File: config.mk
export PLATFORM = sky130hd
export DESIGN_NAME = usb_tx_top
export DESIGN_NICKNAME = d
export VERILOG_FILES = /design/src/usb_tx_pkg.sv /design/src/encode_packet.sv /design/src/token_builder.sv /design/src/tx_payload_fifo.sv /design/src/usb_tx_top.sv
export SDC_FILE = /design/constraint.sdc
export NUM_CORES = 1
export LEC_CHECK = 0
export BUFFER_PORTS_ARGS = -buffer_cell sky130_fd_sc_hd__clkbuf_2
export CAP_MARGIN = 10
export CORE_MARGIN = 1.5
export CORE_UTILIZATION = 65
export DETAILED_ROUTE_END_ITERATION = 12
export PLACE_DENSITY_LB_ADDON = 0.08
export REMOVE_ABC_BUFFERS = 1
export SLEW_MARGIN = 20
export SYNTH_ARGS = -nofsm -noshare
export SYNTH_HDL_FRONTEND = slang
export SYNTH_SLANG_ARGS = --single-unit
File: constraint.sdc
create_clock -name clock -period 4.95 [get_ports clock]
set_input_delay 0.495 -clock clock [delete_from_list [all_inputs] [get_ports clock]]
set_output_delay 0.495 -clock clock [all_outputs]
set_load 0.005 [all_outputs]
File: src/usb_tx_pkg.sv
package usb_tx_pkg;

  // PID type field, the upper pair of the low PID nibble
  typedef enum logic [1:0] {
    HSK_ACK   = 2'b00,
    HSK_NAK   = 2'b10,
    HSK_STALL = 2'b11
  } hsk_type_e;

  typedef enum logic [1:0] {
    TOK_OUT   = 2'b00,
    TOK_IN    = 2'b10,
    TOK_SOF   = 2'b01,
    TOK_SETUP = 2'b11
  } tok_type_e;

  typedef enum logic [1:0] {
    DAT_DATA0 = 2'b00,
    DAT_DATA1 = 2'b10,
    DAT_DATA2 = 2'b01,
    DAT_MDATA = 2'b11
  } dat_type_e;

  // Fixed low pair of the PID for each packet kind
  localparam logic [1:0] PID_PAIR_HSK = 2'b10;
  localparam logic [1:0] PID_PAIR_TOK = 2'b01;
  localparam logic [1:0] PID_PAIR_DAT = 2'b11;

  typedef struct packed {
    tok_type_e   tok_type;
    logic [6:0]  addr;
    logic [3:0]  endp;
    logic [10:0] frame;
  } usb_token_req_t;

  // Token word in wire order, bit 0 leaves first
  typedef struct packed {
    logic [4:0] crc5;
    logic [3:0] endp;
    logic [6:0] addr;
  } usb_token_ae_t;

  typedef struct packed {
    logic [4:0]  crc5;
    logic [10:0] frame;
  } usb_token_sof_t;

  typedef union packed {
    usb_token_ae_t  ae;
    usb_token_sof_t sof;
  } usb_token_word_u;

  // One payload FIFO entry or stream beat
  typedef struct packed {
    logic [7:0] data;
    logic       last;
    logic       keep;
  } usb_payload_t;

  // USB CRC5 over the 11 token field bits, LSB first
  function automatic logic [4:0] crc5(input logic [10:0] din);
    logic [4:0] c;
    logic       fb;
    c = 5'h1f;
    for (int i = 0; i < 11; i++) begin
      fb = din[i] ^ c[4];
      c  = fb ? ({c[3:0], 1'b0} ^ 5'h05) : {c[3:0], 1'b0};
    end
    // Residue goes out inverted and highest bit first
    return ~{c[0], c[1], c[2], c[3], c[4]};
  endfunction

  // One byte step of the USB CRC16, LSB first
  function automatic logic [15:0] crc16(input logic [7:0] din, input logic [15:0] state);
    logic [15:0] c;
    logic        fb;
    c = state;
    for (int i = 0; i < 8; i++) begin
      fb = din[i] ^ c[15];
      c  = fb ? ({c[14:0], 1'b0} ^ 16'h8005) : {c[14:0], 1'b0};
    end
    return c;
  endfunction

endpackage

File: src/encode_packet.sv
`timescale 1ns/1ns

module encode_packet import usb_tx_pkg::*; #(
  parameter bit TOKEN = 1'b0
) (
  input  logic            clock,
  input  logic            reset,

  output logic            enc_busy_o,

  output logic            tx_tvalid_o,
  input  logic            tx_tready_i,
  output logic            tx_tlast_o,
  output logic [7:0]      tx_tdata_o,

  input  hsk_type_e       hsk_type_i,
  input  logic            hsk_send_i,
  output logic            hsk_done_o,

  input  logic            tok_send_i,
  output logic            tok_done_o,
  input  tok_type_e       tok_type_i,
  input  usb_token_word_u tok_word_i,

  input  dat_type_e       dat_type_i,
  input  logic            dat_send_i,
  output logic            dat_done_o,

  input  logic            trn_tvalid_i,
  output logic            trn_tready_o,
  input  logic            trn_tlast_i,
  input  logic            trn_tkeep_i,
  input  logic [7:0]      trn_tdata_i
);

  // One-hot state bits
  localparam int S_IDLE = 0;
  localparam int S_HSK  = 1;
  localparam int S_TOK  = 2;
  localparam int S_DATA = 3;

  localparam logic [3:0] ST_IDLE = 4'b0001;
  localparam logic [3:0] ST_HSK  = 4'b0010;
  localparam logic [3:0] ST_TOK  = 4'b0100;
  localparam logic [3:0] ST_DATA = 4'b1000;

  // Body phase for token and data packets
  // FIRST holds the PID or payload, LOW and HIGH the two trailing bytes
  localparam logic [1:0] PH_FIRST = 2'd0;
  localparam logic [1:0] PH_LOW   = 2'd1;
  localparam logic [1:0] PH_HIGH  = 2'd2;
  localparam logic [1:0] PH_END   = 2'd3;

  logic [3:0]  state_q;
  logic [1:0]  phase_q;

  // Output byte register
  logic        tvalid_q;
  logic        tlast_q;
  logic [7:0]  tdata_q;

  // Skid register for one payload byte
  logic        skid_valid_q;
  logic [7:0]  skid_data_q;
  logic        last_seen_q;

  logic [15:0] crc16_q;
  logic [15:0] crc16_tx;

  logic        hsk_done_q;
  logic        tok_done_q;
  logic        dat_done_q;

  logic        out_xfer;
  logic        out_free;
  logic        in_xfer;
  logic        in_byte;

  // Low nibble is type and pair, high nibble its complement
  function automatic logic [7:0] pid_byte(input logic [1:0] kind, input logic [1:0] pair);
    return {~kind, ~pair, kind, pair};
  endfunction

  assign enc_busy_o  = !state_q[S_IDLE];

  assign tx_tvalid_o = tvalid_q;
  assign tx_tlast_o  = tlast_q;
  assign tx_tdata_o  = tdata_q;

  assign hsk_done_o  = hsk_done_q;
  assign tok_done_o  = tok_done_q;
  assign dat_done_o  = dat_done_q;

  assign out_xfer = tvalid_q && tx_tready_i;
  assign out_free = !tvalid_q || tx_tready_i;

  // Payload is taken only while the skid is empty and the last beat is not yet in
  assign trn_tready_o = state_q[S_DATA] && (phase_q == PH_FIRST) &&
                        !skid_valid_q && !last_seen_q;
  assign in_xfer = trn_tvalid_i && trn_tready_o;
  // Beats without keep carry no byte
  assign in_byte = in_xfer && trn_tkeep_i;

  // CRC16 goes out inverted and bit reversed
  always_comb begin
    for (int i = 0; i < 16; i++) begin
      crc16_tx[i] = ~crc16_q[15-i];
    end
  end

  always_ff @(posedge clock) begin
    if (!state_q[S_DATA]) begin
      crc16_q <= 16'hffff;
    end else if (in_byte) begin
      crc16_q <= crc16(trn_tdata_i, crc16_q);
    end
  end

  // Handshake and token done hold until their send level drops
  always_ff @(posedge clock) begin
    if (reset || !hsk_send_i) begin
      hsk_done_q <= 1'b0;
    end else if (state_q[S_HSK] && out_xfer) begin
      hsk_done_q <= 1'b1;
    end
  end

  always_ff @(posedge clock) begin
    if (reset || !tok_send_i) begin
      tok_done_q <= 1'b0;
    end else if (state_q[S_TOK] && out_xfer && tlast_q) begin
      tok_done_q <= 1'b1;
    end
  end

  // Single cycle pulse after the second CRC byte leaves
  always_ff @(posedge clock) begin
    if (reset) begin
      dat_done_q <= 1'b0;
    end else begin
      dat_done_q <= state_q[S_DATA] && (phase_q == PH_HIGH) && out_xfer;
    end
  end

  always_ff @(posedge clock) begin
    if (reset) begin
      state_q      <= ST_IDLE;
      phase_q      <= PH_FIRST;
      tvalid_q     <= 1'b0;
      tlast_q      <= 1'b0;
      skid_valid_q <= 1'b0;
      last_seen_q  <= 1'b0;
    end else begin
      case (1'b1)
        state_q[S_HSK]: begin
          if (out_xfer) begin
            tvalid_q <= 1'b0;
            tlast_q  <= 1'b0;
          end
          if (!hsk_send_i && !tvalid_q) begin
            state_q <= ST_IDLE;
          end
        end

        state_q[S_TOK]: begin
          if (out_xfer) begin
            case (phase_q)
              PH_FIRST: begin
                tdata_q <= tok_word_i[7:0];
                phase_q <= PH_LOW;
              end
              PH_LOW: begin
                tdata_q <= tok_word_i[15:8];
                tlast_q <= 1'b1;
                phase_q <= PH_HIGH;
              end
              default: begin
                tvalid_q <= 1'b0;
                tlast_q  <= 1'b0;
                phase_q  <= PH_END;
              end
            endcase
          end
          if (!tok_send_i && phase_q == PH_END) begin
            state_q <= ST_IDLE;
          end
        end

        state_q[S_DATA]: begin
          case (phase_q)
            PH_FIRST: begin
              if (out_free) begin
                // Skid byte first, then a fresh beat, then the CRC
                if (skid_valid_q) begin
                  tvalid_q     <= 1'b1;
                  tdata_q      <= skid_data_q;
                  skid_valid_q <= 1'b0;
                end else if (in_byte) begin
                  tvalid_q <= 1'b1;
                  tdata_q  <= trn_tdata_i;
                end else if (last_seen_q) begin
                  tvalid_q <= 1'b1;
                  tdata_q  <= crc16_tx[7:0];
                  phase_q  <= PH_LOW;
                end else begin
                  tvalid_q <= 1'b0;
                end
              end else if (in_byte) begin
                // Output is stalled so park the byte
                skid_valid_q <= 1'b1;
                skid_data_q  <= trn_tdata_i;
              end
              if (in_xfer && trn_tlast_i) begin
                last_seen_q <= 1'b1;
              end
            end
            PH_LOW: begin
              if (out_xfer) begin
                tdata_q <= crc16_tx[15:8];
                tlast_q <= 1'b1;
                phase_q <= PH_HIGH;
              end
            end
            PH_HIGH: begin
              if (out_xfer) begin
                tvalid_q <= 1'b0;
                tlast_q  <= 1'b0;
                phase_q  <= PH_END;
              end
            end
            default: begin
              // Wait for the requester to drop send
              if (!dat_send_i) begin
                state_q <= ST_IDLE;
              end
            end
          endcase
        end

        default: begin
          phase_q     <= PH_FIRST;
          last_seen_q <= 1'b0;
          // Handshake wins over token, token over data
          if (hsk_send_i) begin
            state_q  <= ST_HSK;
            tvalid_q <= 1'b1;
            tlast_q  <= 1'b1;
            tdata_q  <= pid_byte(hsk_type_i, PID_PAIR_HSK);
          end else if (TOKEN && tok_send_i) begin
            state_q  <= ST_TOK;
            tvalid_q <= 1'b1;
            tlast_q  <= 1'b0;
            tdata_q  <= pid_byte(tok_type_i, PID_PAIR_TOK);
          end else if (dat_send_i) begin
            state_q  <= ST_DATA;
            tvalid_q <= 1'b1;
            tlast_q  <= 1'b0;
            tdata_q  <= pid_byte(dat_type_i, PID_PAIR_DAT);
          end
        end
      endcase
    end
  end

endmodule

File: src/token_builder.sv
`timescale 1ns/1ns

module token_builder import usb_tx_pkg::*; (
  input  logic            clock,
  input  logic            reset,

  input  logic            tok_send_i,
  input  usb_token_req_t  tok_req_i,

  output logic            tok_send_o,
  output tok_type_e       tok_type_o,
  output usb_token_word_u tok_word_o
);

  usb_token_req_t req_q;

  // Capture the request in the first cycle of a new send
  always_ff @(posedge clock) begin
    if (tok_send_i && !tok_send_o) begin
      req_q <= tok_req_i;
    end
  end

  // Send toward the encoder trails the outside request by one cycle
  always_ff @(posedge clock) begin
    if (reset) begin
      tok_send_o <= 1'b0;
    end else begin
      tok_send_o <= tok_send_i;
    end
  end

  assign tok_type_o = req_q.tok_type;

  // SOF carries the frame number, all other tokens carry address and endpoint
  always_comb begin
    tok_word_o = '0;
    if (req_q.tok_type == TOK_SOF) begin
      tok_word_o.sof.frame = req_q.frame;
      tok_word_o.sof.crc5  = crc5(req_q.frame);
    end else begin
      tok_word_o.ae.addr = req_q.addr;
      tok_word_o.ae.endp = req_q.endp;
      tok_word_o.ae.crc5 = crc5({req_q.endp, req_q.addr});
    end
  end

endmodule

File: src/tx_payload_fifo.sv
`timescale 1ns/1ns

module tx_payload_fifo import usb_tx_pkg::*; #(
  parameter int FIFO_DEPTH = 16
) (
  input  logic         clock,
  input  logic         reset,

  input  logic         wr_i,
  input  usb_payload_t wr_data_i,
  output logic         full_o,

  output logic         tvalid_o,
  input  logic         tready_i,
  output logic         tlast_o,
  output logic         tkeep_o,
  output logic [7:0]   tdata_o
);

  localparam int PW = (FIFO_DEPTH > 1) ? $clog2(FIFO_DEPTH) : 1;
  localparam logic [PW-1:0] LAST_IDX = PW'(FIFO_DEPTH - 1);
  localparam logic [PW:0]   DEPTH    = (PW + 1)'(FIFO_DEPTH);

  usb_payload_t  mem_q [FIFO_DEPTH];
  usb_payload_t  head;
  logic [PW-1:0] wr_ptr_q;
  logic [PW-1:0] rd_ptr_q;
  logic [PW:0]   count_q;
  logic          push;
  logic          pop;

  assign full_o   = (count_q == DEPTH);
  assign tvalid_o = (count_q != '0);

  // Writes into a full buffer are dropped
  assign push = wr_i && !full_o;
  assign pop  = tvalid_o && tready_i;

  assign head    = mem_q[rd_ptr_q];
  assign tdata_o = head.data;
  assign tlast_o = head.last;
  assign tkeep_o = head.keep;

  always_ff @(posedge clock) begin
    if (push) begin
      mem_q[wr_ptr_q] <= wr_data_i;
    end
  end

  always_ff @(posedge clock) begin
    if (reset) begin
      wr_ptr_q <= '0;
      rd_ptr_q <= '0;
      count_q  <= '0;
    end else begin
      // Pointers wrap explicitly so any depth works
      if (push) begin
        wr_ptr_q <= (wr_ptr_q == LAST_IDX) ? '0 : wr_ptr_q + 1'b1;
      end
      if (pop) begin
        rd_ptr_q <= (rd_ptr_q == LAST_IDX) ? '0 : rd_ptr_q + 1'b1;
      end
      if (push && !pop) begin
        count_q <= count_q + 1'b1;
      end else if (pop && !push) begin
        count_q <= count_q - 1'b1;
      end
    end
  end

endmodule

File: src/usb_tx_top.sv
`timescale 1ns/1ns

module usb_tx_top import usb_tx_pkg::*; #(
  parameter bit TOKEN      = 1'b1,
  parameter int FIFO_DEPTH = 16
) (
  input  logic           clock,
  input  logic           reset,

  input  logic           hsk_send_i,
  input  hsk_type_e      hsk_type_i,
  output logic           hsk_done_o,

  input  logic           tok_send_i,
  input  usb_token_req_t tok_req_i,
  output logic           tok_done_o,

  input  logic           dat_send_i,
  input  dat_type_e      dat_type_i,
  output logic           dat_done_o,

  input  logic           pay_wr_i,
  input  usb_payload_t   pay_i,
  output logic           pay_full_o,

  output logic           tx_tvalid_o,
  input  logic           tx_tready_i,
  output logic           tx_tlast_o,
  output logic [7:0]     tx_tdata_o,

  output logic           enc_busy_o
);

  logic            tok_send;
  tok_type_e       tok_type;
  usb_token_word_u tok_word;

  logic            pay_tvalid;
  logic            pay_tready;
  logic            pay_tlast;
  logic            pay_tkeep;
  logic [7:0]      pay_tdata;

  // Without token support the encoder never sees a token request
  generate
    if (TOKEN) begin : g_token
      token_builder u_token_builder (
        .clock      (clock),
        .reset      (reset),
        .tok_send_i (tok_send_i),
        .tok_req_i  (tok_req_i),
        .tok_send_o (tok_send),
        .tok_type_o (tok_type),
        .tok_word_o (tok_word)
      );
    end else begin : g_no_token
      assign tok_send = 1'b0;
      assign tok_type = TOK_OUT;
      assign tok_word = '0;
    end
  endgenerate

  tx_payload_fifo #(
    .FIFO_DEPTH (FIFO_DEPTH)
  ) u_payload_fifo (
    .clock     (clock),
    .reset     (reset),
    .wr_i      (pay_wr_i),
    .wr_data_i (pay_i),
    .full_o    (pay_full_o),
    .tvalid_o  (pay_tvalid),
    .tready_i  (pay_tready),
    .tlast_o   (pay_tlast),
    .tkeep_o   (pay_tkeep),
    .tdata_o   (pay_tdata)
  );

  encode_packet #(
    .TOKEN (TOKEN)
  ) u_encode_packet (
    .clock        (clock),
    .reset        (reset),
    .enc_busy_o   (enc_busy_o),
    .tx_tvalid_o  (tx_tvalid_o),
    .tx_tready_i  (tx_tready_i),
    .tx_tlast_o   (tx_tlast_o),
    .tx_tdata_o   (tx_tdata_o),
    .hsk_type_i   (hsk_type_i),
    .hsk_send_i   (hsk_send_i),
    .hsk_done_o   (hsk_done_o),
    .tok_send_i   (tok_send),
    .tok_done_o   (tok_done_o),
    .tok_type_i   (tok_type),
    .tok_word_i   (tok_word),
    .dat_type_i   (dat_type_i),
    .dat_send_i   (dat_send_i),
    .dat_done_o   (dat_done_o),
    .trn_tvalid_i (pay_tvalid),
    .trn_tready_o (pay_tready),
    .trn_tlast_i  (pay_tlast),
    .trn_tkeep_i  (pay_tkeep),
    .trn_tdata_i  (pay_tdata)
  );

endmodule

==> results.json <==
{
  "dr.pass1.iters": 5,
  "synth.area.top_cells": "edfxtp_1 (56%), mux4_2 (10%), dfxtp_1 (8.8%)",
  "async_reset_ff_frac": 0,
  "syn_avg_cell_area_um2": 15.3,
  "cts_tree": "yes",
  "fillers": 1006,
  "htreeDepth": 1,
  "synth_xor_area_frac": 0.0588,
  "setup_tns_ns": 0,
  "synth-simple-area-share": 0.0569,
  "antenna_found_initial": 0,
  "clk_path_buf_depth": 3,
  "postCtsSetupRepairBufs": 0,
  "peakVddDrop_mv": 0.359,
  "area_growth_pct": 13.6,
  "wl_mm": 22.7,
  "cts_root_buf": "clkbuf_16",
  "hold_slack_ns": 0.156,
  "num_rows": 46,
  "via_count": 6239,
  "clock-sinks": 247,
  "synthesis.area_um2": 10700,
  "worstPathRequired_ns": 5.39,
  "slew_viol_final": 0,
  "yosysTopAreaCellShare": 0.560,
  "synth.ff_latch_count": 247,
  "cts_resized": 0,
  "cellLeakagePower_nw": 4.17,
  "p_sw_mw": 1.25,
  "viasPerCell": 6.20,
  "hold_viol_final": 0,
  "switching_share": 0.236,
  "clk_pin_slew_worst_paths_ns": 0.07,
  "setup_violations": 0,
  "timing.final.crit_period_ns": 3.80,
  "drive_above_1_share": 0.222,
  "syn_inst": 702,
  "wl_met1_mm": 9.50,
  "synth_ff_type": "edfxtp_1",
  "rsz0062_at_grt": "false",
  "holdCritPathClass": "input port to register",
  "min_period_over_period": 0.767,
  "synth-edff-count": 200,
  "drc": 0,
  "hold_buffers": 0,
  "wl_met2_mm": 11.0,
  "drt-initial-drc-count": 537,
  "grt_pass1_wl_mm": 36.0,
  "coreArea_um2": 16000,
  "synthMuxAreaShare": 0.131,
  "place_hpwl_mm": 14.2,
  "wire_per_inst_um": 22.6,
  "grt_max_degree": 34,
  "track_usage": 0.273,
  "die_x_um": 131,
  "yosysSeqAreaShare": 0.648,
  "status": "completed",
  "slew_headroom": 0.330,
  "clk_latency_ns": 0.51,
  "gp_congestion": 0.859,
  "grt-ovfl-total": 0,
  "synth_cell_types": 47,
  "dr.max_layer_used": "met4",
  "die_area_um2": 17300,
  "finalPower_mw": 5.30,
  "cp.arrival_ns": 4.23,
  "ant_nets": 0,
  "port-buffer-count": 59,
  "crit_path_end_kind": "register",
  "worst_slew_pin_slew_ns": 1.00,
  "synth_top_cell_by_area": "edfxtp_1",
  "intPower_mw": 4.05,
  "antenna_cells": 0,
  "fp.dieH_um": 131,
  "nNetsFinal": 833,
  "grt_pass1_vias": 6490,
  "cap_violations": 0,
  "crit_fanout": 22,
  "met3_length_mm": 1.49,
  "start_util": 0.670,
  "skew_ns": 0.0104,
  "pwr-share-comb": 0.149,
  "worstSetupStartpointType": "register",
  "ioPinCount": 60,
  "cts_buffers": 25,
  "synth_compound_area_frac": 0.0626,
  "yosys.area_share.adder": 0.0194,
  "yosysWarnings": 0,
  "clkPwrFrac": 0.394,
  "sequentialPowerShare": 0.458,
  "fmax_mhz": 263,
  "cellPowerDensity_nw_per_um2": 436,
  "crit_type": "register to register",
  "synth_top_family_by_area": "multiplexers"
}
==> worst paths after layout <==
check                                                             start                                          to  slack (ns)  depth (start not counted)
worst max-delay path                                           register    u_encode_packet.crc16_q[15]$_SDFFE_PN1P_        1.15                          9
worst min-delay path                                       tok_req_i[9]  g_token.u_token_builder.req_q[9]$_DFFE_PP_        0.16                          1
worst max register to register                                 register    u_encode_packet.crc16_q[15]$_SDFFE_PN1P_        1.15                          9
worst min register to register  u_encode_packet.state_q[0]$_SDFFE_PP1P_     u_encode_packet.state_q[0]$_SDFFE_PP1P_        0.46                          2
==> layout by cell type (no fill, tap or decap), drive strengths merged, types with 2 or more instances in the layout <==
cell,n
inv,12
a22o,4
a21oi,32
bufinv,7
clkinv,5
nor3,16
a31oi,4
clkbuf,93
nand3,7
xnor3,2
nand2b,6
o211ai,11
nor2b,9
nand4,2
o21ai,36
nor2,44
mux2i,21
a21o,7
o2111a,2
nand2,47
dfxtp,47
or3,3
a211oi,7
xnor2,40
ha,15
mux4,52
buf,22
xor2,22
edfxtp,200
==> routing by layer <==
metal | GRT usage | vias up
met1 | 0.388 | 3125
met4 | 0.0790 | 0
met2 | 0.448 | 247
met5 | 0 | -
li1 | - | 2814
met3 | 0.0409 | 53
==> stage by stage <==
| stage | area [um2] | instances | util | worst slack (ns) |
|---|---|---|---|---|
| global placement | 11300 | 961 | 0.704 | 1.36 |
| CTS | 12200 | 1006 | 0.761 | 1.16 |
| detailed placement | 11300 | 961 | 0.704 | 1.20 |
| floorplan | 10500 | 664 | - | 1.00 |
| finish | 12200 | 1006 | 0.761 | 1.15 |
| global route | 12200 | 1006 | 0.761 | 0.928 |
==> logic make-up after synthesis <==
family	count (synthesis)
AOI/OAI and AO/OA	110
xor gates and xnor gates	65
adders and majority gates	16
buffers and inverters	52
DFF	247
muxes	74
and+or+nand+nor	138
==> power by group through the flow <==
stage          clock network [mW]  registers (mW)  logic, mW
2_1_floorplan                   0            2.46      0.572
3_3_place_gp                    0            2.46      0.753
5_1_grt                      2.18            2.44      0.869
4_1_cts                      2.10            2.43      0.792
3_5_place_dp                    0            2.47      0.783
6_report                     2.09            2.43      0.788
==> cell usage after synthesis, types with 7 or more instances <==
master / n
a21oi_1: 32
dfxtp_1: 47
nor2b_1: 9
a211oi_1: 7
mux4_2: 49
edfxtp_1: 200
xor2_1: 22
o211ai_1: 11
clkbuf_1: 22
inv_1: 12
nand2_1: 47
nor2_1: 44
mux2i_1: 21
nor3_1: 16
ha_1: 15
nand3_1: 7
o21ai_0: 36
a21o_1: 7
xnor2_1: 39
==> critical path: stages, from the launching register on <==
cell	delay, ns
dfxtp_2	0.81
buf_4	0.40
mux4_2	0.54
mux2i_1	0.18
mux2i_1	0.16
xor2_1	0.34
xor2_1	0.26
xnor3_1	0.50
xnor3_1	0.35
o211ai_1	0.16
==> flip-flops by register name, indices dropped and copies added (netlist names), named ones only <==
signal and cells:
u_payload_fifo.mem_q 160, g_token.u_token_builder.req_q 22, u_encode_packet.crc16_q 16, u_encode_packet.skid_data_q 8, u_encode_packet.tx_tdata_o 8, u_payload_fifo.count_q 5
u_encode_packet.state_q 4, u_payload_fifo.rd_ptr_q 4, u_payload_fifo.wr_ptr_q 4, g_token.u_token_builder.tok_type_o 2, u_encode_packet.phase_q 2, g_token.u_token_builder.tok_send_o 1
u_encode_packet.dat_done_o 1, u_encode_packet.hsk_done_o 1, u_encode_packet.last_seen_q 1, u_encode_packet.skid_valid_q 1, u_encode_packet.tok_done_o 1, u_encode_packet.tx_tlast_o 1
u_encode_packet.tx_tvalid_o 1
==> final cells by class <==
type                            instances  area, um2  area share
Sequential cell                       247       6950       0.571
Multi-Input combinational cell        403       3530       0.290
Clock buffer                           34        679      0.0558
Timing Repair Buffer                   81        460      0.0378
Tap cell                              216        270      0.0222
Clock inverter                         11        233      0.0191
Inverter                               14       52.6     0.00432
Note: power is estimated with default switching activity, not from simulation.
